`config.mk`:
```
export PLATFORM = sky130hd
export DESIGN_NAME = registerFile
export DESIGN_NICKNAME = d
export VERILOG_FILES = /design/src/design/cpuCfgPkg.sv /design/src/design/registerFile.sv
export SDC_FILE = /design/constraint.sdc
export NUM_CORES = 2
export LEC_CHECK = 0
export BUFFER_PORTS_ARGS = -buffer_cell sky130_fd_sc_hd__buf_4
export CAP_MARGIN = 5
export CORE_MARGIN = 2
export CORE_UTILIZATION = 59
export CTS_BUF_LIST = sky130_fd_sc_hd__clkbuf_8
export DETAILED_ROUTE_END_ITERATION = 10
export GPL_TIMING_DRIVEN = 1
export HOLD_SLACK_MARGIN = 0.06
export PLACE_DENSITY = 0.79
export SETUP_SLACK_MARGIN = 0.4
export SYNTH_ARGS = -nofsm -noshare
export SYNTH_HDL_FRONTEND = slang
export SYNTH_SLANG_ARGS = --single-unit
```
`constraint.sdc`:
```
create_clock -name clk -period 2.85 [get_ports clk]
set_clock_uncertainty 0.2 [all_clocks]
set_input_delay 0.57 -clock clk [delete_from_list [all_inputs] [get_ports clk]]
set_output_delay 0.57 -clock clk [all_outputs]
set_load 0.005 [all_outputs]
```
`src/design/cpuCfgPkg.sv`:
```
package cpuCfgPkg;

    // ====================
    // Machine widths
    // ====================

    // Word size of the datapath
    localparam int DataWidth    = 32;

    // General register set
    localparam int RegCount     = 32;
    localparam int RegIdxBits   = $clog2(RegCount);

    // Byte offset bits below the word index
    localparam int WordByteBits = 2;

    // ====================
    // Memory geometry
    // ====================

    // Depth of both memories, in words
    localparam int MemAddrBits  = 6;
    localparam int MemWords     = 1 << MemAddrBits;

    // Width-carrying vector types
    typedef logic [DataWidth-1:0]          word_t;
    typedef logic [RegIdxBits-1:0]         regIdx_t;
    typedef logic [MemAddrBits-1:0]        memIdx_t;

    // Flat image, word 0 in the low bits
    typedef logic [DataWidth*MemWords-1:0] memImage_t;

endpackage

```
`src/design/registerFile.sv`:
```
module registerFile (
    input  logic               clk,
    input  logic               reset,
    input  cpuCfgPkg::regIdx_t rsIdx,
    input  cpuCfgPkg::regIdx_t rtIdx,
    input  cpuCfgPkg::regIdx_t wrIdx,
    input  logic               wrEn,
    input  cpuCfgPkg::word_t   wrData,
    output cpuCfgPkg::word_t   rsData,
    output cpuCfgPkg::word_t   rtData
);
    import cpuCfgPkg::*;

    // General registers, entry 0 never written
    word_t regs [RegCount];

    // Single write port
    always_ff @(posedge clk) begin
        if (reset) begin
            for (int i = 0; i < RegCount; i++) begin
                regs[i] <= '0;
            end
        end else if (wrEn && (wrIdx != '0)) begin
            regs[wrIdx] <= wrData;
        end
    end

    // Two combinational read ports
    // Old value seen until the edge, no bypass needed in one cycle
    assign rsData = (rsIdx == '0) ? '0 : regs[rsIdx];
    assign rtData = (rtIdx == '0) ? '0 : regs[rtIdx];

endmodule

```
* Yosys cells after proc, flatten, opt, wreduce, memory -nomap -nowiden
Memory sizes are Yosys's and may differ from the RTL's.
Cells that the tools add are included.
** Storage, ports and cells
- Word-level logic and storage cells :: 16
- Input port bits :: 50
- RAM bits :: 1024
- Memories kept :: 1
- Output and inout port bits :: 64
- Register bits after elaboration :: 0
** Memories
- regs :: words 32, bits a word 32, read ports 2, clocked after Yosys merged registers in 0, wr ports 32, RTL line registerFile.sv:15 : word_t regs [RegCount];
** Operators by class
- Reduce and logical (&&, ||, !) cells :: 5
- Muxes and demuxes :: 10
** Operators by type and width (number)
- $mux 32 :: 3
- $reduce_or 32->1 :: 1
- $logic_not 5->1 :: 2
- $mux 1 :: 6
- $mux 5 :: 1
- $reduce_bool 5->1 :: 1
- $logic_and 1x1->1 :: 1

* Depth between registers and ports, before layout
- Depth in word-level cells :: 7
- Gate-level depth with buffers :: 9
- Gate-level depth less buffers :: 4

* Worst setup path before layout
OpenSTA, ideal clock, no wires.
- Path kind :: input to output
- Start point :: in rsIdx[2]
- End point :: out rsData[10]
- Stages :: 7
- Data arrival time :: 2200 ps
- Path slack :: -120 ps
- Cell sequence :: buf_2 buf_2 clkbuf_1 mux4_2 mux4_2 o22ai_1 nor3_1
** On the way
- Cells in the longest elaborated chain, start to end :: 2
- Elaborated cells between the ends (all ways) :: 3
** Ends and longest elaborated chain
- start, declared :: RTL line registerFile.sv:4 : input cpuCfgPkg::regIdx_t rsIdx,
- $mem_v2 32x32 or $logic_not 5->1 (tied branches)
- $mux 32 (*) :: RTL line registerFile.sv:30 : assign rsData = (rsIdx == '0) ? '0 : regs[rsIdx];
- end, declared :: RTL line registerFile.sv:9 : output cpuCfgPkg::word_t rsData,
Every way passes the cells marked *; elsewhere a longest branch is shown, timed or not.

==> results.toml <==
[finish]
drive_gt1_frac = 0.389
largestRegisters = "regs x1024"
nets = 3996
area_growth_syn_to_layout_pct = 21.6
largest_reg_flops = 1024
final_util = 0.722
top_register = "regs"

[setup_path]
worstPathMaxFanout = 2
cpPeakStageDelay_ns = 0.58
path_cells = "mux4_2, mux4_2, o22ai_2, buf_6, nor3_4, buf_6, buf_6"
crit_type = "register to output port"
startpoint_type = "register"
cpLargestDelayFamily = "multiplexers"
cpMaxStageDelayCell = "mux4_2"
cp-end-kind = "output port"
cp.arrival_ns = 2.93
cp.depth = 7
crit_top_cell = "buf_6"
crit_required_ns = 2.08
cp.buffers_inverters = 3

[power]
clkPwrFrac = 0.342
switching_power_mw = 9.65
peakVddDrop_uv = 528
seqPwrFrac = 0.499
finalPower_mw = 35.9
power.density_mw_per_mm2 = 544
combPwrFrac = 0.159
p_int_mw = 26.2
p_leak_nw = 23.7
p_sw_frac = 0.269

[sta]
timing.final.crit_period_ns = 3.70
holdWs_ns = 0.191
relSlewSlack = 0.376
setup_viol = 64
drv_slew = 0
finalSetupTns_ns = -40.14
fmax_mhz = 270
fin_crit_sh = 1.30
rsz0062_at_grt = "yes"
final.setup.worst_slack_ns = -0.852
hold_violations = 0
tightest_slew_ns = 0.932

[run_status]
status = "complete, but fails checks"
failed_checks = "setup timing"

[global_route]
groute.layer.met1.usage = 0.493
grt_usage = 0.387
grt_antenna_before_repair = 6
grt.overflow.total = 0
grt_pass1_wl_mm = 260
busiest_layer = "met2"
grt_use_met2 = 0.590
grt_use_met3 = 0.0988
grt_pass1_vias = 38700
grt_max_degree = 45

[run]
drv_cap = 0

[clock_tree]
cts_buffers = 166
cts_tree = "done"
clk_path_buf_depth = 3
root_buffer = "clkbuf_8"
cts.sinks = 1024
htree_levels = 4
path_clk_slew_ns = 0.06

[floorplan]
initial_core_util = 0.594
die_w_um = 307
core_mm2 = 0.0914
io_pins = 114
core.rowCount = 111
fp.dieH_um = 307
die_area_mm2 = 0.0944

[synthesis]
synthFlopType = "edfxtp_1"
yosysSeqAreaShare = 0.567
syn_area_mm2 = 0.0543
yosys_warnings = 0
synth_cell_types = 42
synth_top_area_share = 0.567
syn_avg_cell_area_um2 = 15.5
synth-seq-cells = 1024
yosys.area.top_type = "edfxtp_1"
synth_common_cells = "edfxtp_1, and2_1, mux4_2"
synth_edf_count = 1024
async_flop_share = 0
synth_most_common_cell = "edfxtp_1"
synth_area_leaders = "edfxtp_1, mux4_2, and2_1"
netlist_instances = 3502

[placement]
gp_congestion = 0.950
port_buffers = 113
hpwl_mm = 116

[detailed_routing]
wl_mm = 182
drc = 0
vias = 37500
postRouteAntennaNets = 0
initialDrtViolationCount = 5803
dr.pass1.iters = 6
wl_per_cell_um = 34.6
via_per_inst = 7.11

[hold_path]
whs_path_depth = 2
hp-class = "input pin to register"
## per-stage QoR
step | instance area (µm²) | std cells | setup slack [ns]
global route | 66000 | 5270 | -0.889
finish | 66000 | 5277 | -0.852
global placement | 60000 | 4869 | -0.848
CTS | 65400 | 5237 | -0.893
floorplan | 55300 | 3533 | 0.0513
detailed placement | 60000 | 4869 | -0.868
## layer usage
layer | routed length [µm] | share of wire
met5 | 0 | 0
met4 | 13500 | 0.074
met3 | 24900 | 0.14
met2 | 84200 | 0.46
met1 | 59900 | 0.33
## cells by family (layout without fill, tap and decap cells)
group / Yosys count / in the layout / synth area share
buffers and inverters: 389 / 936 / 0.0335
AND/OR/NAND/NOR: 1177 / 1177 / 0.133
multiplexers: 652 / 652 / 0.230
other: 1 / 43 / 0.0000691
AO/OA/AOI/OAI: 259 / 259 / 0.0365
flip-flops: 1024 / 1024 / 0.567
## final cells by class
cell class                      instances  area [µm²]
Sequential cell                      1024       30700
Fill cell                            5439       25400
Multi-Input combinational cell       2120       23900
Timing Repair Buffer                  632        6740
Clock buffer                          167        2300
Tap cell                             1186        1480
Clock inverter                        135         778
Antenna cell                           11        27.5
Inverter                                2        7.51
## power groups by stage
stage               Combinational, mW  Clock [mW]  Sequential [mW]
global placement                 4.81           0             18.1
floorplan                        2.88           0             17.9
detailed placement               4.91           0             18.2
global route                     5.82        12.9             17.9
CTS                              5.45        12.2             17.9
finish                           5.71        12.3             17.9
## placed cells by master, fill, tap and decap left out, types with 28 or more instances in the layout
master            n
and2_1          994
conb_1           32
mux4_2          472
a2111oi_4        48
clkinv_1         44
clkbuf_8        167
edfxtp_1       1024
mux2i_1         147
inv_1            47
dlygate4sd3_1    32
mux2_2           28
buf_12          113
buf_4           431
buf_6            37
o22ai_1          75
nor3_2           38
## repair_timing
action,4_1_cts,5_1_grt
hold buffers,32,0
pin swaps,93,27
setup buffers,28,27
gates resized for setup,238,51
hold endpoints to repair,917,0
setup endpoints to repair,64,64
cloned,6,2
## worst paths after layout
kind,startpoint,end,slack (ns)
max,regs[31][6],rsData[6],-0.85
min,reset,regs[0][6],0.19
No activity file was read; power rests on OpenSTA's default activity.
