`config.mk`:
```
export PLATFORM = sky130hd
export DESIGN_NAME = aluExecute
export DESIGN_NICKNAME = d
export VERILOG_FILES = /design/src/design/cpuCfgPkg.sv /design/src/design/mipsIsaPkg.sv /design/src/design/aluExecute.sv
export SDC_FILE = /design/constraint.sdc
export NUM_CORES = 1
export LEC_CHECK = 0
export BUFFER_PORTS_ARGS = -buffer_cell sky130_fd_sc_hd__buf_2
export CORE_MARGIN = 5
export CORE_UTILIZATION = 40
export DETAILED_ROUTE_END_ITERATION = 16
export PLACE_DENSITY = 0.59
export SETUP_SLACK_MARGIN = 0.3
export SYNTH_ARGS = -nofsm -noshare
export SYNTH_HDL_FRONTEND = slang
export SYNTH_SLANG_ARGS = --single-unit
```
`constraint.sdc`:
```
create_clock -name vclk -period 14.5
set_input_delay 1.45 -clock vclk [all_inputs]
set_output_delay 1.45 -clock vclk [all_outputs]
set_load 0.02 [all_outputs]
```
`src/design/cpuCfgPkg.sv`:
```
package cpuCfgPkg;

    // ====================
    // Machine widths
    // ====================

    // Word size of the datapath
    localparam int DataWidth    = 32;

    // General register set
    localparam int RegCount     = 32;
    localparam int RegIdxBits   = $clog2(RegCount);

    // Byte offset bits below the word index
    localparam int WordByteBits = 2;

    // ====================
    // Memory geometry
    // ====================

    // Depth of both memories, in words
    localparam int MemAddrBits  = 6;
    localparam int MemWords     = 1 << MemAddrBits;

    // Width-carrying vector types
    typedef logic [DataWidth-1:0]          word_t;
    typedef logic [RegIdxBits-1:0]         regIdx_t;
    typedef logic [MemAddrBits-1:0]        memIdx_t;

    // Flat image, word 0 in the low bits
    typedef logic [DataWidth*MemWords-1:0] memImage_t;

endpackage

```
`src/design/mipsIsaPkg.sv`:
```
package mipsIsaPkg;

    // ====================
    // Instruction fields
    // ====================

    typedef logic [5:0] opcode_t;
    typedef logic [5:0] funct_t;

    // Opcodes of the subset
    localparam opcode_t OpRType = 6'd0;
    localparam opcode_t OpBeq   = 6'd4;
    localparam opcode_t OpAddi  = 6'd8;
    localparam opcode_t OpAndi  = 6'd12;
    localparam opcode_t OpOri   = 6'd13;
    localparam opcode_t OpLw    = 6'd35;
    localparam opcode_t OpSw    = 6'd43;

    // R-type function codes
    localparam funct_t FunctAdd = 6'd32;
    localparam funct_t FunctSub = 6'd34;
    localparam funct_t FunctAnd = 6'd36;
    localparam funct_t FunctOr  = 6'd37;
    localparam funct_t FunctSlt = 6'd42;

    // ====================
    // Control encodings
    // ====================

    // Coarse ALU class from main control
    typedef enum logic [2:0] {
        aluOpAdd,
        aluOpSub,
        aluOpAnd,
        aluOpOr,
        aluOpFunct
    } aluOp_t;

    // Final ALU operation, classic MIPS codes
    typedef enum logic [3:0] {
        aluAnd  = 4'b0000,
        aluOr   = 4'b0001,
        aluAdd  = 4'b0010,
        aluSub  = 4'b0110,
        aluSlt  = 4'b0111,
        aluPass = 4'b1111
    } aluCtrl_t;

    // Per-instruction control lines
    typedef struct packed {
        logic     regDst;
        logic     branch;
        logic     memRead;
        logic     memToReg;
        logic     memWrite;
        logic     aluSrc;
        logic     regWrite;
        aluCtrl_t aluCtrl;
    } ctrlBundle_t;

    // Decode result shared by the datapath
    typedef struct packed {
        cpuCfgPkg::regIdx_t rs;
        cpuCfgPkg::regIdx_t rt;
        cpuCfgPkg::regIdx_t wrIdx;
        cpuCfgPkg::word_t   imm;
        ctrlBundle_t        ctrl;
    } decoded_t;

endpackage

```
`src/design/aluExecute.sv`:
```
module aluExecute (
    input  mipsIsaPkg::decoded_t dec,
    input  cpuCfgPkg::word_t     rsData,
    input  cpuCfgPkg::word_t     rtData,
    output cpuCfgPkg::word_t     aluResult,
    output logic                 branchTaken
);
    import cpuCfgPkg::*;
    import mipsIsaPkg::*;

    word_t opB;
    logic  zero;

    // Second operand, register or immediate
    assign opB = dec.ctrl.aluSrc ? dec.imm : rtData;

    // ALU core
    always_comb begin
        case (dec.ctrl.aluCtrl)
            aluAnd:  aluResult = rsData & opB;
            aluOr:   aluResult = rsData | opB;
            // Add and sub wrap, no overflow trap
            aluAdd:  aluResult = rsData + opB;
            aluSub:  aluResult = rsData - opB;
            aluSlt:  aluResult = ($signed(rsData) < $signed(opB)) ? word_t'(1) : '0;
            aluPass: aluResult = opB;
            default: aluResult = '0;
        endcase
    end

    // Zero flag
    assign zero = (aluResult == '0);

    // beq uses sub, so zero means equal operands
    assign branchTaken = dec.ctrl.branch & zero;

    // Decode must hand over one of the defined operations
    always_comb begin
        assert final (dec.ctrl.aluCtrl inside {aluAnd, aluOr, aluAdd, aluSub, aluSlt, aluPass})
        else
            $error("aluExecute: undefined aluCtrl %b", dec.ctrl.aluCtrl);
    end

endmodule

```
# Yosys cells after proc, flatten, opt, wreduce, memory -nomap -nowiden

Index checks and enable logic that the tools add are counted.

Register bits after elaboration: 0
Output and inout bits: 33

Add/subtract/negate cells: 2
$lt $le $gt $ge: 1
Eq/ne operators: 5
Muxes and demuxes: 3
Bitwise logic cells: 3
Reduce and logical (&&, ||, !) cells: 2

Operators with widths:

| operator                                                        | number |
|---|---|
| 32-bit one-hot mux with 6 select lines                          | 1 |
| 32-bit adder                                                    | 1 |
| 32-bit bitwise AND                                              | 1 |
| 32-bit zero test                                                | 1 |
| 32-bit < comparator                                             | 1 |
| 32-bit 2-to-1 mux                                               | 1 |
| 32-bit bitwise OR                                               | 1 |
| 32-bit subtractor                                               | 1 |
| 4-bit by 3-bit == test with 1-bit output, second input constant | 2 |
| 4-bit by 1-bit == test with 1-bit output, second input constant | 1 |
| 4-bit by 2-bit == test with 1-bit output, second input constant | 1 |
| 4-bit == test, second input constant                            | 1 |
| 4-bit zero test                                                 | 1 |
| 1-bit bitwise AND                                               | 1 |
| 1-bit 2-to-1 mux                                                | 1 |

# Longest topological paths before layout

Depth after elaboration: 6
Mapped depth: 19

# Worst setup path after synthesis

OpenSTA, ideal clock, no wires.

Path type: input -> output
Start point: input dec[5] (netlist name)
End point: output branchTaken
Data arrival time: 5.861 ns
Data required time: 13.050 ns
Path slack: 7.189 ns
Stages on the path: 18
Path through: clkbuf_1 -> buf_2 -> buf_2 -> mux2i_1 -> inv_1 -> ha_1 -> fa_1 -> a21oi_1 -> o221ai_2 -> a211oi_2 -> o211ai_1 -> a31o_1 -> a41oi_1 -> mux2i_1 -> nand4_1 -> or4_1 -> nor4_2 -> and4bb_1

RTL lines:

| item                                       | RTL line         | source |
|---|---|---|
| start: declaration                         | aluExecute.sv:2  | `input mipsIsaPkg::decoded_t dec,` |
| 32-bit 2-to-1 mux (*)                      | aluExecute.sv:15 | `assign opB = dec.ctrl.aluSrc ? dec.imm : rtData;` |
| 32-bit subtractor (tied with other cells)  | aluExecute.sv:24 | `aluSub: aluResult = rsData - opB;` |
| 32-bit one-hot mux with 6 select lines (*) | aluExecute.sv:19 | `case (dec.ctrl.aluCtrl)` |
| via aluResult[26]                          | aluExecute.sv:5  | `output cpuCfgPkg::word_t aluResult,` |
| 32-bit zero test (*)                       | aluExecute.sv:32 | `assign zero = (aluResult == '0);` |
| 1-bit bitwise AND (*)                      | aluExecute.sv:35 | `assign branchTaken = dec.ctrl.branch & zero;` |
| end: declaration                           | aluExecute.sv:6  | `output logic branchTaken` |

The timed path passes the listed nets; every way through them passes the cells marked *.

# Worst setup path in the final report

Start point: input dec[5] (netlist name)
End point: output branchTaken

Longest elaborated chain between the ends: 6

Ends and longest elaborated chain:

| item                                       | RTL line         | source |
|---|---|---|
| 32-bit 2-to-1 mux (*)                      | aluExecute.sv:15 |  |
| 32-bit < comparator                        | aluExecute.sv:25 | `aluSlt: aluResult = ($signed(rsData) < $signed(opB)) ? word_t'(1) : '0;` |
| 1-bit 2-to-1 mux                           | aluExecute.sv:25 |  |
| 32-bit one-hot mux with 6 select lines (*) | aluExecute.sv:19 |  |
| 32-bit zero test (*)                       | aluExecute.sv:32 |  |
| 1-bit bitwise AND (*)                      | aluExecute.sv:35 |  |

Every way passes the cells marked *; elsewhere a longest branch is shown, timed or not.

==> impl_metrics.env <==
export IMPL_synth_seq_area_share_pct=0
export IMPL_globalRoute_totalOverflow=0
export IMPL_mappedNetlistArea_um2=5810
export IMPL_post_synth_cell_area_avg_um2=6.68
export IMPL_netSwitchingPower_mw=0.194
export IMPL_worst_setup_path_start_kind="input pin"
export IMPL_routedWlPerCell_um=18.1
export IMPL_p_leak_nw=3.19
export IMPL_cts_resized=0
export IMPL_initial_core_util_pct=40.4
export IMPL_netSwitchingFraction_pct=63.2
export IMPL_cp_data_required_time_ns=13.05
export IMPL_max_cap_viol_count=0
export IMPL_post_route_util_pct=45.8
export IMPL_drt_initial_drc_count=584
export IMPL_clkbuf_count=0
export IMPL_dpl_cell_count=1148
export IMPL_grt_pass1_wl_um=32300
export IMPL_worst_setup_path_end_kind="primary output"
export IMPL_critical_path_peak_fanout=32
export IMPL_synth_cell_type_count=85
export IMPL_core_area_um2=14400
export IMPL_hold_path_class="in -> out"
export IMPL_syn2layout_area_growth_pct=13.2
export IMPL_synthCells=869
export IMPL_finalHoldWorstSlack_ns=3.47
export IMPL_num_antenna_cells=0
export IMPL_placementRows=44
export IMPL_chipHeight_um=130
export IMPL_routed_via_density=5.96
export IMPL_number_of_antenna_violations_at_the_first_check_in_global_routing=0
export IMPL_total_power_divided_by_cell_area_nw_per_um2=46.6
export IMPL_cts_setup_buffers=0
export IMPL_finalNonFillerCells=1148
export IMPL_drt_wl_total_um=20800
export IMPL_half_perimeter_wire_length_of_the_detailed_placement_result_um=16400
export IMPL_hold_violations=0
export IMPL_layout_cells_most_common_list="sky130_fd_sc_hd__buf_2 (135), sky130_fd_sc_hd__ha_1 (104), sky130_fd_sc_hd__inv_1 (98), sky130_fd_sc_hd__a21oi_1 (93), sky130_fd_sc_hd__nor2_1 (82)"
export IMPL_power_share_combinational_pct=100.0
export IMPL_vias=6843
export IMPL_worst_slew_pin_slew_ns=0.838
export IMPL_slew_headroom_pct=43.9
export IMPL_first_pass_iters=5
export IMPL_final_min_clock_period_ns=7.84
export IMPL_cell_internal_power_mw=0.113
export IMPL_synth_fp_nets=1097
export IMPL_fin_worst_setup_slack_ns=6.66
export IMPL_drive_above_1_share_pct=18.4
export IMPL_finalMaxSlewViolations=0
export IMPL_pwr_share_seq_pct=0
export IMPL_rsz0062_at_grt="no"
export IMPL_vdd_ir_drop_max_uv=21.0
export IMPL_global_route_usage_over_all_layers_pct=23.1
export IMPL_layout_nets=1194
export IMPL_preCtsSetupSlack_ns=6.61
export IMPL_dpl_cell_area_um2=6570
export IMPL_die_area_um2=17000
export IMPL_design_seq_count=0
export IMPL_worstPathArrival_ns=6.39
export IMPL_status="completed"
export IMPL_finalInstanceArea_um2=6570
export IMPL_register_area_um2=0
export IMPL_maximum_number_of_pins_on_one_net_before_global_route_repair=33
export IMPL_critPathKind="in -> out"
export IMPL_setup_viol_count_final=0
export IMPL_port_buffers=135
export IMPL_cts_hold_buf=0
export IMPL_post_route_drc_count=0
export IMPL_top_level_port_count=155
export IMPL_total_power_mw=0.306
export IMPL_mostFrequentLayoutCell="sky130_fd_sc_hd__buf_2"
export IMPL_share_clk_of_total_power_pct=0
export IMPL_place_congestion=0.970
export IMPL_max_freq_ghz=0.128
export IMPL_final_period_utilization_pct=54.1
export IMPL_first_global_vias=6235
export IMPL_post_route_antenna_net_violation_count=0
export IMPL_die_width_um=130
export IMPL_ys_warn_count=0
export IMPL_setup_tns_ns=0
[power by group through the flow]
stage	Combinational (mW)	Clock (mW)	Sequential, mW
floorplan	0.216	0	0
global placement	0.301	0	0
detailed placement	0.301	0	0
CTS	0.303	0	0
global route	0.336	0	0
finish	0.306	0	0
[worst max-delay path, cell delays in order]
cell,delay [ns]
sky130_fd_sc_hd__buf_2,0.07
sky130_fd_sc_hd__buf_4,0.45
sky130_fd_sc_hd__mux2i_1,0.36
sky130_fd_sc_hd__inv_1,0.10
sky130_fd_sc_hd__ha_1,0.25
sky130_fd_sc_hd__fa_1,0.43
sky130_fd_sc_hd__a21oi_1,0.25
sky130_fd_sc_hd__o221ai_2,0.20
sky130_fd_sc_hd__a211oi_2,0.37
sky130_fd_sc_hd__o211ai_1,0.18
sky130_fd_sc_hd__a31o_1,0.28
sky130_fd_sc_hd__a41oi_1,0.30
sky130_fd_sc_hd__mux2i_1,0.23
sky130_fd_sc_hd__nand4_1,0.17
sky130_fd_sc_hd__or4_1,0.55
sky130_fd_sc_hd__nor4_2,0.34
sky130_fd_sc_hd__and4bb_1,0.24
sky130_fd_sc_hd__buf_2,0.16
[cell usage after synthesis (5+ instances only)]
cell type | instances | area [um^2]
sky130_fd_sc_hd__xnor2_1 | 21 | 184
sky130_fd_sc_hd__a31oi_1 | 11 | 68.8
sky130_fd_sc_hd__inv_1 | 98 | 368
sky130_fd_sc_hd__o211ai_1 | 6 | 45.0
sky130_fd_sc_hd__nand4_1 | 5 | 31.3
sky130_fd_sc_hd__nand3_1 | 16 | 80.1
sky130_fd_sc_hd__mux2_2 | 8 | 90.1
sky130_fd_sc_hd__or4_1 | 7 | 52.6
sky130_fd_sc_hd__buf_2 | 11 | 55.1
sky130_fd_sc_hd__nand2b_1 | 7 | 43.8
sky130_fd_sc_hd__nor2b_1 | 9 | 56.3
sky130_fd_sc_hd__ha_1 | 104 | 1300
sky130_fd_sc_hd__a21oi_1 | 93 | 465
sky130_fd_sc_hd__nand2_1 | 62 | 233
sky130_fd_sc_hd__nor2_1 | 82 | 308
sky130_fd_sc_hd__clkbuf_1 | 34 | 128
sky130_fd_sc_hd__a21o_1 | 10 | 75.1
sky130_fd_sc_hd__mux2i_1 | 29 | 290
sky130_fd_sc_hd__nor3_1 | 16 | 80.1
sky130_fd_sc_hd__o21ai_0 | 47 | 235
sky130_fd_sc_hd__o221ai_1 | 16 | 140
sky130_fd_sc_hd__o21bai_1 | 10 | 75.1
sky130_fd_sc_hd__o31ai_1 | 13 | 97.6
sky130_fd_sc_hd__nor4_1 | 13 | 81.3
sky130_fd_sc_hd__o22ai_1 | 23 | 144
sky130_fd_sc_hd__a211oi_1 | 9 | 67.6
sky130_fd_sc_hd__and2_1 | 7 | 43.8
sky130_fd_sc_hd__a221oi_1 | 12 | 105
[cells by family after synthesis]
kind of cell	after synthesis	share of synthesized area, %
XOR/XNOR	22	3.32
multiplexers	37	6.55
AO/OA/AOI/OAI	304	35.9
AND/OR/NAND/NOR	250	21.0
buffers and inverters	150	10.1
adder cells (fa/ha/maj)	106	23.1
[layout make-up]
class / instances / area [um^2]
repair buffers: 143 / 736
well taps: 184 / 230
fillers: 1571 / 7790
multi-input cells: 719 / 5230
inverters: 102 / 383
[layer usage]
metal | track usage (%) | wire length, um | part of all wire (%) | up-vias
li1 | - | - | - | 3370
met1 | 31.0 | 9100 | 44 | 3180
met2 | 41.3 | 9930 | 48 | 260
met3 | 0.854 | 1260 | 6.1 | 33
met4 | 4.84 | 505 | 2.4 | 0
met5 | 0 | 0 | 0 | -
[final timing paths]
kind	start	to	slack, ns	depth (start not counted)
max	dec[5]	branchTaken	6.66	18
min	rsData[31]	aluResult[31]	3.47	5
Power figures use the tool's default switching activity.
