<file path="src/design/cpuCfgPkg.sv">
package cpuCfgPkg;

    // ====================
    // Machine widths
    // ====================

    // Word size of the datapath
    localparam int DataWidth    = 32;

    // General register set
    localparam int RegCount     = 32;
    localparam int RegIdxBits   = $clog2(RegCount);

    // Byte offset bits below the word index
    localparam int WordByteBits = 2;

    // ====================
    // Memory geometry
    // ====================

    // Depth of both memories, in words
    localparam int MemAddrBits  = 6;
    localparam int MemWords     = 1 << MemAddrBits;

    // Width-carrying vector types
    typedef logic [DataWidth-1:0]          word_t;
    typedef logic [RegIdxBits-1:0]         regIdx_t;
    typedef logic [MemAddrBits-1:0]        memIdx_t;

    // Flat image, word 0 in the low bits
    typedef logic [DataWidth*MemWords-1:0] memImage_t;

endpackage

</file>
<file path="src/design/mipsIsaPkg.sv">
package mipsIsaPkg;

    // ====================
    // Instruction fields
    // ====================

    typedef logic [5:0] opcode_t;
    typedef logic [5:0] funct_t;

    // Opcodes of the subset
    localparam opcode_t OpRType = 6'd0;
    localparam opcode_t OpBeq   = 6'd4;
    localparam opcode_t OpAddi  = 6'd8;
    localparam opcode_t OpAndi  = 6'd12;
    localparam opcode_t OpOri   = 6'd13;
    localparam opcode_t OpLw    = 6'd35;
    localparam opcode_t OpSw    = 6'd43;

    // R-type function codes
    localparam funct_t FunctAdd = 6'd32;
    localparam funct_t FunctSub = 6'd34;
    localparam funct_t FunctAnd = 6'd36;
    localparam funct_t FunctOr  = 6'd37;
    localparam funct_t FunctSlt = 6'd42;

    // ====================
    // Control encodings
    // ====================

    // Coarse ALU class from main control
    typedef enum logic [2:0] {
        aluOpAdd,
        aluOpSub,
        aluOpAnd,
        aluOpOr,
        aluOpFunct
    } aluOp_t;

    // Final ALU operation, classic MIPS codes
    typedef enum logic [3:0] {
        aluAnd  = 4'b0000,
        aluOr   = 4'b0001,
        aluAdd  = 4'b0010,
        aluSub  = 4'b0110,
        aluSlt  = 4'b0111,
        aluPass = 4'b1111
    } aluCtrl_t;

    // Per-instruction control lines
    typedef struct packed {
        logic     regDst;
        logic     branch;
        logic     memRead;
        logic     memToReg;
        logic     memWrite;
        logic     aluSrc;
        logic     regWrite;
        aluCtrl_t aluCtrl;
    } ctrlBundle_t;

    // Decode result shared by the datapath
    typedef struct packed {
        cpuCfgPkg::regIdx_t rs;
        cpuCfgPkg::regIdx_t rt;
        cpuCfgPkg::regIdx_t wrIdx;
        cpuCfgPkg::word_t   imm;
        ctrlBundle_t        ctrl;
    } decoded_t;

endpackage

</file>
<file path="src/design/decodeUnit.sv">
module decodeUnit (
    input  cpuCfgPkg::word_t     instr,
    output mipsIsaPkg::decoded_t dec
);
    import cpuCfgPkg::*;
    import mipsIsaPkg::*;

    opcode_t     opcode;
    funct_t      funct;
    regIdx_t     rtIdx;
    regIdx_t     rdIdx;
    aluOp_t      aluOp;
    aluCtrl_t    aluCtrl;
    logic        functOk;
    ctrlBundle_t mainCtrl;

    // Field split
    assign opcode = instr[31:26];
    assign funct  = instr[5:0];
    assign rtIdx  = instr[20:16];
    assign rdIdx  = instr[15:11];

    // ====================
    // Main control
    // ====================
    always_comb begin
        // Unlisted opcodes fall through as no-ops
        mainCtrl = '0;
        aluOp    = aluOpAdd;
        case (opcode)
            OpRType: begin
                mainCtrl.regDst   = 1'b1;
                mainCtrl.regWrite = 1'b1;
                aluOp             = aluOpFunct;
            end
            OpAddi: begin
                mainCtrl.aluSrc   = 1'b1;
                mainCtrl.regWrite = 1'b1;
            end
            OpAndi: begin
                mainCtrl.aluSrc   = 1'b1;
                mainCtrl.regWrite = 1'b1;
                aluOp             = aluOpAnd;
            end
            OpOri: begin
                mainCtrl.aluSrc   = 1'b1;
                mainCtrl.regWrite = 1'b1;
                aluOp             = aluOpOr;
            end
            OpLw: begin
                mainCtrl.aluSrc   = 1'b1;
                mainCtrl.memRead  = 1'b1;
                mainCtrl.memToReg = 1'b1;
                mainCtrl.regWrite = 1'b1;
            end
            OpSw: begin
                mainCtrl.aluSrc   = 1'b1;
                mainCtrl.memWrite = 1'b1;
            end
            OpBeq: begin
                // Compare by subtraction
                mainCtrl.branch   = 1'b1;
                aluOp             = aluOpSub;
            end
            default: begin
                mainCtrl = '0;
            end
        endcase
    end

    // ====================
    // ALU control
    // ====================
    always_comb begin
        functOk = 1'b1;
        case (aluOp)
            aluOpAdd: aluCtrl = aluAdd;
            aluOpSub: aluCtrl = aluSub;
            aluOpAnd: aluCtrl = aluAnd;
            aluOpOr:  aluCtrl = aluOr;
            default: begin
                // R-type, funct picks the operation
                case (funct)
                    FunctAdd: aluCtrl = aluAdd;
                    FunctSub: aluCtrl = aluSub;
                    FunctAnd: aluCtrl = aluAnd;
                    FunctOr:  aluCtrl = aluOr;
                    FunctSlt: aluCtrl = aluSlt;
                    default: begin
                        aluCtrl = aluPass;
                        functOk = 1'b0;
                    end
                endcase
            end
        endcase
    end

    // Assemble the decode result
    always_comb begin
        dec.rs            = instr[25:21];
        dec.rt            = rtIdx;
        dec.wrIdx         = mainCtrl.regDst ? rdIdx : rtIdx;
        // Logic immediates get sign extension too
        dec.imm           = {{(DataWidth-16){instr[15]}}, instr[15:0]};
        dec.ctrl          = mainCtrl;
        // Bad funct leaves an R-type with no effect
        dec.ctrl.regWrite = mainCtrl.regWrite & functOk;
        dec.ctrl.aluCtrl  = aluCtrl;
    end

endmodule

</file>
<file path="config.mk">
export PLATFORM = sky130hd
export DESIGN_NAME = decodeUnit
export DESIGN_NICKNAME = d
export VERILOG_FILES = /design/src/design/cpuCfgPkg.sv /design/src/design/mipsIsaPkg.sv /design/src/design/decodeUnit.sv
export SDC_FILE = /design/constraint.sdc
export NUM_CORES = 1
export LEC_CHECK = 0
export BUFFER_PORTS_ARGS = -buffer_cell sky130_fd_sc_hd__buf_2
export CORE_ASPECT_RATIO = 0.9
export CORE_UTILIZATION = 31
export DETAILED_ROUTE_END_ITERATION = 12
export PLACE_DENSITY = 0.84
export SLEW_MARGIN = 20
export SYNTH_ARGS = -nofsm -noshare
export SYNTH_HDL_FRONTEND = slang
export SYNTH_SLANG_ARGS = --single-unit
</file>
<file path="constraint.sdc">
create_clock -name vclk -period 1.4
set_input_delay 0.14 -clock vclk [all_inputs]
set_output_delay 0.14 -clock vclk [all_outputs]
set_load 0.01 [all_outputs]
</file>
Yosys cells after proc, flatten, opt, wreduce, memory -nomap -nowiden

Cells that the tools add are included.

Register bits: 0
Bits in latches: 0
Memory bits (writable): 0
Memory bits (read-only): 0
Input bits: 32
Output and inout bits: 58
Word-level logic and storage cells: 33
Memories: 0

Add/subtract/negate cells: 0
Multipliers: 0
Div/mod/pow operators: 0
$lt $le $gt $ge: 0
Eq/ne operators: 14
Shifts and indexed selects: 0
Multiplexer cells: 12
Bitwise operators: 1
Reduce and logical (&&, ||, !) cells: 6

Operators with widths:

| cell                                                 | number |
|---|---|
| equality test 6 bit (second input constant)          | 7 |
| one-hot mux 4 bit (5 select lines)                   | 1 |
| equality test 6 x 4 -> 1 bit (second input constant) | 3 |
| one-hot mux 4 bit (4 select lines)                   | 1 |
| OR reduction 5 bit                                   | 3 |
| one-hot mux 3 bit (4 select lines)                   | 1 |
| 2-to-1 mux 1 bit                                     | 7 |
| equality test 3 x 2 -> 1 bit (second input constant) | 2 |
| equality test 6 x 3 -> 1 bit (second input constant) | 1 |
| zero test 6 bit                                      | 1 |
| 2-to-1 mux 5 bit                                     | 1 |
| OR reduction 4 bit                                   | 1 |
| equality test 3 x 1 -> 1 bit (second input constant) | 1 |
| zero test 3 bit                                      | 1 |
| 2-to-1 mux 2 bit                                     | 1 |
| bitwise AND 1 bit                                    | 1 |

Logic depth before layout (Yosys ltp)

Gate-level depths: netlist (run 1).

Depth after elaboration: 6
Gate-level depth with buffers: 4
Gate-level depth less buffers: 3

Least setup slack after synthesis (run 1)

No wires, ideal clock.

Path type: input port to output port
From: in instr[5]
To: out dec[4] in the netlist's numbering
Data arrival time: 1.200 ns
Required time: 1.260 ns
Slack: 0.060 ns
Stages: 3
Path buffers: 0
Cells stage by stage: or2b_2 -> or4_4 -> o311ai_4

RTL lines:

| element         | line            | source |
|---|---|---|
| start, declared | decodeUnit.sv:2 | `input cpuCfgPkg::word_t instr,` |
| end, declared   | decodeUnit.sv:3 | `output mipsIsaPkg::decoded_t dec` |

==> metrics.md, run 1 <==
| Metric | Value |
|---|---|
| Worst-path fanout max | `2` |
| Dpl hpwl | `approximately 1.3 mm` |
| Rows | `14` |
| FF+latch area | `0 sq um` |
| Hold Violations, Final | `0` |
| Critical path class | `input port to primary output` |
| Die H | `44.1 um` |
| Final Setup Violations | `1` |
| Final ANT Viol Nets | `0` |
| Slew @ Worst Pin | `roughly 0.34 ns` |
| Launch point of the worst path | `instr[2]` |
| Final instance area | `about 760 sq um` |
| 1st-pass router iterations | `4` |
| Max_slew headroom | `77.6%` |
| Avg Cell Area, Syn | `7.37 sq um` |
| Failing checks | `negative setup slack` |
| Leak pwr | `~0.00047 uW` |
| Cells after Synth | `83` |
| Crit path required time | `1.26 ns` |
| CP peak stage delay | `~0.50 ns` |
| Ports | `90` |
| First-pass GRT wire length | `between 2 and 2.5 mm` |
| Syn_nets | `115` |
| N_diodes | `0` |
| Initial antenna violation count | `0` |
| Initial core utilization | `between 30% and 40%` |
| Cell internal pwr | `102 uW` |
| Area grow syn2layout | `23.7%` |
| Slew Limit Fails | `0` |
| Flop pwr share | `0%` |
| Core Area | `between 1500 and 2000 sq um` |
| DP Area | `718 sq um` |
| Synth top area share | `a little over half` |
| Hold slack | `0.280 ns` |
| Post-route insts no fill | `140` |
| Remaining DRCs | `0` |
| Yosys warnings | `0` |
| Final worst-path cycle share | `110%` |
| Fillers | `195` |
| Vias in the first global route | `~530` |
| Area contributors post-synth | `buf_4 (53%), mux2_2 (7.4%), o311ai_4 (4.3%)` |
| Largest net degree at the start of global routing | `19` |
| WP data arrival | `1.40 ns` |
| Die area | `2160 sq um` |
| Cell area power density | `279 nW/um^2` |
| Switching share of power | `around half` |
| Slowest stage cell, crit path | `or4_4` |
| Gr ovfl total | `0` |
| Seq/Total Area, Yosys | `0%` |
| Most area-hungry cell type in the Yosys netlist | `buf_4` |
| Max Fclk | `0.648 GHz` |
| Port Buffer Count | `70` |
| Layout cells sized above 1 | `79.3%` |
| Post-DR wirelength/cell | `11.2 um` |
| Synth Cell Area | `around 600 sq um` |
| Worst vdd ir | `about 0.00014 V` |
| Gpl congestion | `0.759` |
| CP endpoint kind | `primary output` |
| Clock power share | `0%` |
| DP Cell Count | `140` |
| Fin nets | `150` |
| Number of sequential cells | `0` |
| Setup_tns | `-0.144 ns` |
| Unique masters post-synth | `25` |
| Hold crit path type | `input port to primary output` |
| Final WL | `~1.6 mm` |
| Status | `complete, but fails checks` |
| Max-cap violations | `0` |
| RSZ-0062 raised after global routing | `yes` |
| CP Launch Type | `input port` |
| CP cell instances | `buf_6, mux2_4, or4_4, o311ai_4, buf_2` |
| DRT iter0 DRCs | `5` |
| Vias/cell | `4.34` |
| Sw Pwr | `109 uW` |
| Die Wd | `48.8 um` |
| Combinational Power Share | `100.0%` |
| Final WS setup | `-0.144 ns` |
| Vias | `608` |
| Setup repair bufs after CTS | `0` |
| Clock buffer count | `0` |
| Fin util | `43.2%` |
| Worst Setup EP | `dec[4]` |
| Area occupied by multi-input gates | `303 sq um` |
| Post-route minimum period | `1.54 ns` |
| Gr usage total | `between 10% and 20%` |
-- Yosys cell counts --
cell        n
nand2_1     5
o311ai_4    1
or2b_2      1
or3b_1      2
nor3_1      3
or4_1       1
o41ai_1     1
a21o_2      1
mux2_4      1
nor2b_1     1
mux2_1      1
nor4b_1     1
mux2_2      4
nand3_1     2
buf_4      43
a21oi_1     1
or3_1       2
inv_1       4
nand2b_1    1
nor2_1      2
a2111oi_0   1
clkbuf_1    1
or4_4       1
o21ai_0     1
nor4_1      1
-- how the worst min path moves through the flow --
stage,from,to,cells past startpoint
6_report,instr[7],dec[18],0
4_1_cts,instr[23],dec[55],0
3_3_place_gp,instr[23],dec[55],0
5_1_grt,instr[10],dec[21],0
3_5_place_dp,instr[23],dec[55],0
2_1_floorplan,instr[26],dec[9],1
-- metal layers --
| layer | global-route usage (%) | share of wire (%) | vias up |
|---|---|---|---|
| li1 | - | - | 308 |
| met1 | 13.8 | 38 | 257 |
| met2 | 23.6 | 52 | 35 |
| met3 | 1.03 | 5.9 | 8 |
| met4 | 5.88 | 4.0 | 0 |
| met5 | 0 | 0 | - |
-- layout make-up --
| type | count | area share, % |
|---|---|---|
| multi-input cells | 35 | 40.0 |
| well taps | 24 | 3.97 |
| inverters | 4 | 1.98 |
| repair buffers | 77 | 54.0 |
-- per-stage QoR --
stage               power [uW]  worst slack (ns)
finish                     211            -0.144
detailed placement         200            -0.190
global route               229            -0.178
floorplan                  172            0.0596
global placement           195            -0.192
CTS                        207            -0.143
-- layout by cell type, fill, tap and decap left out, types with 2 or more instances in the layout --
master / synthesis / layout
buf_2: 0 / 69
buf_4: 43 / 7
inv_1: 4 / 4
mux2_2: 4 / 4
nand2_1: 5 / 5
nand3_1: 2 / 2
nor2_1: 2 / 2
nor3_2: 0 / 2
or3_1: 2 / 2
or4_4: 1 / 2
-- worst max-delay path, delay by kind of cell --
kind	cells	cell delay (ns)
multiplexers	1	0.29
buffers and inverters	2	0.26
AO/OA/AOI/OAI	1	0.21
AND/OR/NAND/NOR	1	0.50
-- logic make-up (layout without fill, tap and decap cells) --
group / count (synthesis) / after routing / synth area share [%]
buf+inv: 48 / 81 / 55.8
compound gates: 6 / 6 / 10.2
mux: 6 / 6 / 11.7
simple gates: 23 / 23 / 22.3
-- power groups by stage --
stage | Clock (uW) | Combinational [uW] | Sequential (uW)
2_1_floorplan | 0 | 172 | 0
6_report | 0 | 211 | 0
4_1_cts | 0 | 207 | 0
3_3_place_gp | 0 | 195 | 0
5_1_grt | 0 | 229 | 0
3_5_place_dp | 0 | 200 | 0
-- repair_timing --
item / CTS / global route
endpoints found under the setup margin: 3 / 11
hold buffers: 0 / 0
gates resized for setup: 5 / 4
(Power assumes the default switching activity.)
==> run 2: changes to the inputs <==
--- a/config.mk
+++ b/config.mk
@@ -6,10 +6,12 @@
 export NUM_CORES = 1
 export LEC_CHECK = 0
 export BUFFER_PORTS_ARGS = -buffer_cell sky130_fd_sc_hd__buf_2
+export CELL_PAD_IN_SITES_DETAIL_PLACEMENT = 1
+export CELL_PAD_IN_SITES_GLOBAL_PLACEMENT = 1
 export CORE_ASPECT_RATIO = 0.9
-export CORE_UTILIZATION = 31
+export CORE_UTILIZATION = 18
 export DETAILED_ROUTE_END_ITERATION = 12
-export PLACE_DENSITY = 0.84
+export PLACE_DENSITY_LB_ADDON = 0.1
 export SLEW_MARGIN = 20
 export SYNTH_ARGS = -nofsm -noshare
 export SYNTH_HDL_FRONTEND = slang
==> run 2 against run 1 <==
The run still ends with negative setup slack left; hold slack unchanged; critical endpoint unchanged; critical path depth unchanged; total power rose by 3.9%; setup slack better by 0.00058 ns; first-iteration DRC count up 20%; combinational power grew 4%; sequential share of layout area did not move; final cell count rose by 15%; global-route usage fell by 3.6 points; maximum frequency barely moved; count of clock-buffer cells in the layout is the same.
==> metrics.md, run 2 (same netlist as run 1, synthesis figures left out) <==
| Metric | Value |
|---|---|
| Post-route minimum period | `1.54 ns (-0.000583 ns)` |
| Clock power share | `0% (unchanged)` |
| Area grow syn2layout | `33.1%` |
| Commonest non-fill, non-tap cell in the layout | `buf_2` |
| Vias in the first global route | `578 (+9.5%)` |
| Cell internal pwr | `109 uW (+6.8%)` |
| 1st-pass router iterations | `4 (unchanged)` |
| Critical path class | `input port to primary output` |
| Crit path required time | `1.26 ns (about the same)` |
| Final ANT Viol Nets | `0 (unchanged)` |
| Worst vdd ir | `0.0000739 V (-46%)` |
| Clock buffer count | `0 (unchanged)` |
| Max-cap violations | `0 (unchanged)` |
| Failing checks | `negative setup slack` |
| First-pass GRT wire length | `2.66 mm (+23%)` |
| Hold-fix buffers, CTS | `0 (unchanged)` |
| N_diodes | `0 (unchanged)` |
| Hold slack | `0.280 ns (unchanged)` |
| Slew @ Worst Pin | `0.254 ns (-0.0821 ns)` |
| Max_slew headroom | `83.0% (+5.5 points)` |
| Gr usage total | `8.69% (-3.6 points)` |
| Die H | `57.3 um (+30%)` |
| Die Wd | `63.5 um (+30%)` |
| Ports | `90 (unchanged)` |
| Fin util | `26.0% (-17 points)` |
| Total power | `220 uW (+3.9%)` |
| Vias/cell | `4.11 (-5.3%)` |
| CP endpoint kind | `primary output` |
| Fillers | `412 (+110%)` |
| CP Launch Type | `input port` |
| Layout cells sized above 1 | `79.8% (+0.52 points)` |
| Switching share of power | `50.4% (-1.4 points)` |
| DP Cell Count | `161 (+15%)` |
| RSZ-0062 raised after global routing | `yes` |
| Initial core utilization | `19.5% (-15 points)` |
| Final worst-path cycle share | `110% (about the same)` |
| Die area | `3640 sq um (+69%)` |
| Hold Violations, Final | `0 (unchanged)` |
| WP data arrival | `1.40 ns (about the same)` |
| Vias | `662 (+8.9%)` |
| Core Area | `3140 sq um (+79%)` |
| Slew Limit Fails | `0 (unchanged)` |
| Status | `complete, but fails checks` |
| Gr ovfl total | `0 (unchanged)` |
| Gpl congestion | `0.735 (-3.1%)` |
| Worst-path fanout max | `2 (unchanged)` |
| Sw Pwr | `111 uW (+1.1%)` |
| Final Setup Violations | `1 (unchanged)` |
| Cell area power density | `270 nW/um^2 (-3.5%)` |
| Post-route insts no fill | `161 (+15%)` |
| Post-CTS resize count | `3 (-2)` |
| Most frequent cells in the layout | `buf_2 (67), buf_4 (10), nand2_1 (5)` |
| Final WL | `1.74 mm (+11%)` |
| Final WS setup | `-0.143 ns (+0.000583 ns)` |
| Port Buffer Count | `70 (unchanged)` |
| Rows | `19 (+5)` |
| Initial antenna violation count | `0 (unchanged)` |
| Fin nets | `153 (+2.0%)` |
| Max Fclk | `0.648 GHz (about the same)` |
| Setup_tns | `-0.143 ns (+0.000583 ns)` |
| Post-DR wirelength/cell | `10.8 um (-3.2%)` |
| FF+latch area | `0 sq um (unchanged)` |
| Flop pwr share | `0% (unchanged)` |
| Number of sequential cells | `0 (unchanged)` |
| Largest net degree at the start of global routing | `19 (unchanged)` |
| Hold crit path type | `input port to primary output` |
| Remaining DRCs | `0 (unchanged)` |
| DRT iter0 DRCs | `6 (+1)` |
| Combinational Power Share | `100.0% (about the same)` |
| Leak pwr | `0.000486 uW (+4.0%)` |
| Dpl hpwl | `1.56 mm (+22%)` |
| Setup repair bufs after CTS | `0 (unchanged)` |
-- run 2: cell count changes in the layout (fill, tap and decap cells not counted) --
cell   change
buf_4      +3
buf_2      -2
buf_6      +2
-- run 2: final timing paths --
kind | from | endpoint | cells after the start | slack [ns]
setup / recovery | instr[2] | dec[4] | 5 | -0.14
hold / removal | instr[6] | dec[17] | 0 | 0.28
-- run 2: cell type report --
cell class / count / area [sq um] / area share (%)
Tap cell: 42 / 52.6 / 6.45
Inverter: 4 / 15.0 / 1.84
Timing Repair Buffer: 80 / 444 / 54.5
Multi-Input combinational cell: 35 / 303 / 37.2
-- run 2: metal layers --
metal / track usage (%) / wire [um] / up-vias
li1: - / - / 310
met1: 11.4 / 734 / 301
met2: 15.7 / 815 / 47
met3: 1.20 / 176 / 4
met4: 0.649 / 17 / 0
met5: 0 / 0 / -
-- run 2: worst max-delay path, stage by stage --
cell and delay (ns):
buf_6 0.09, mux2_4 0.29, or4_4 0.49, o311ai_4 0.21, buf_2 0.17
-- run 2: metrics by stage --
step,worst slack (ns),instance area [sq um]
floorplan,0.0596,612
global placement,-0.199,763
detailed placement,-0.204,763
CTS,-0.152,773
global route,-0.167,815
finish,-0.143,815
-- run 2: power groups by stage --
stage / clock network [uW] / registers, uW / logic (uW)
floorplan: 0 / 0 / 172
global placement: 0 / 0 / 207
detailed placement: 0 / 0 / 207
CTS: 0 / 0 / 211
global route: 0 / 0 / 240
finish: 0 / 0 / 220
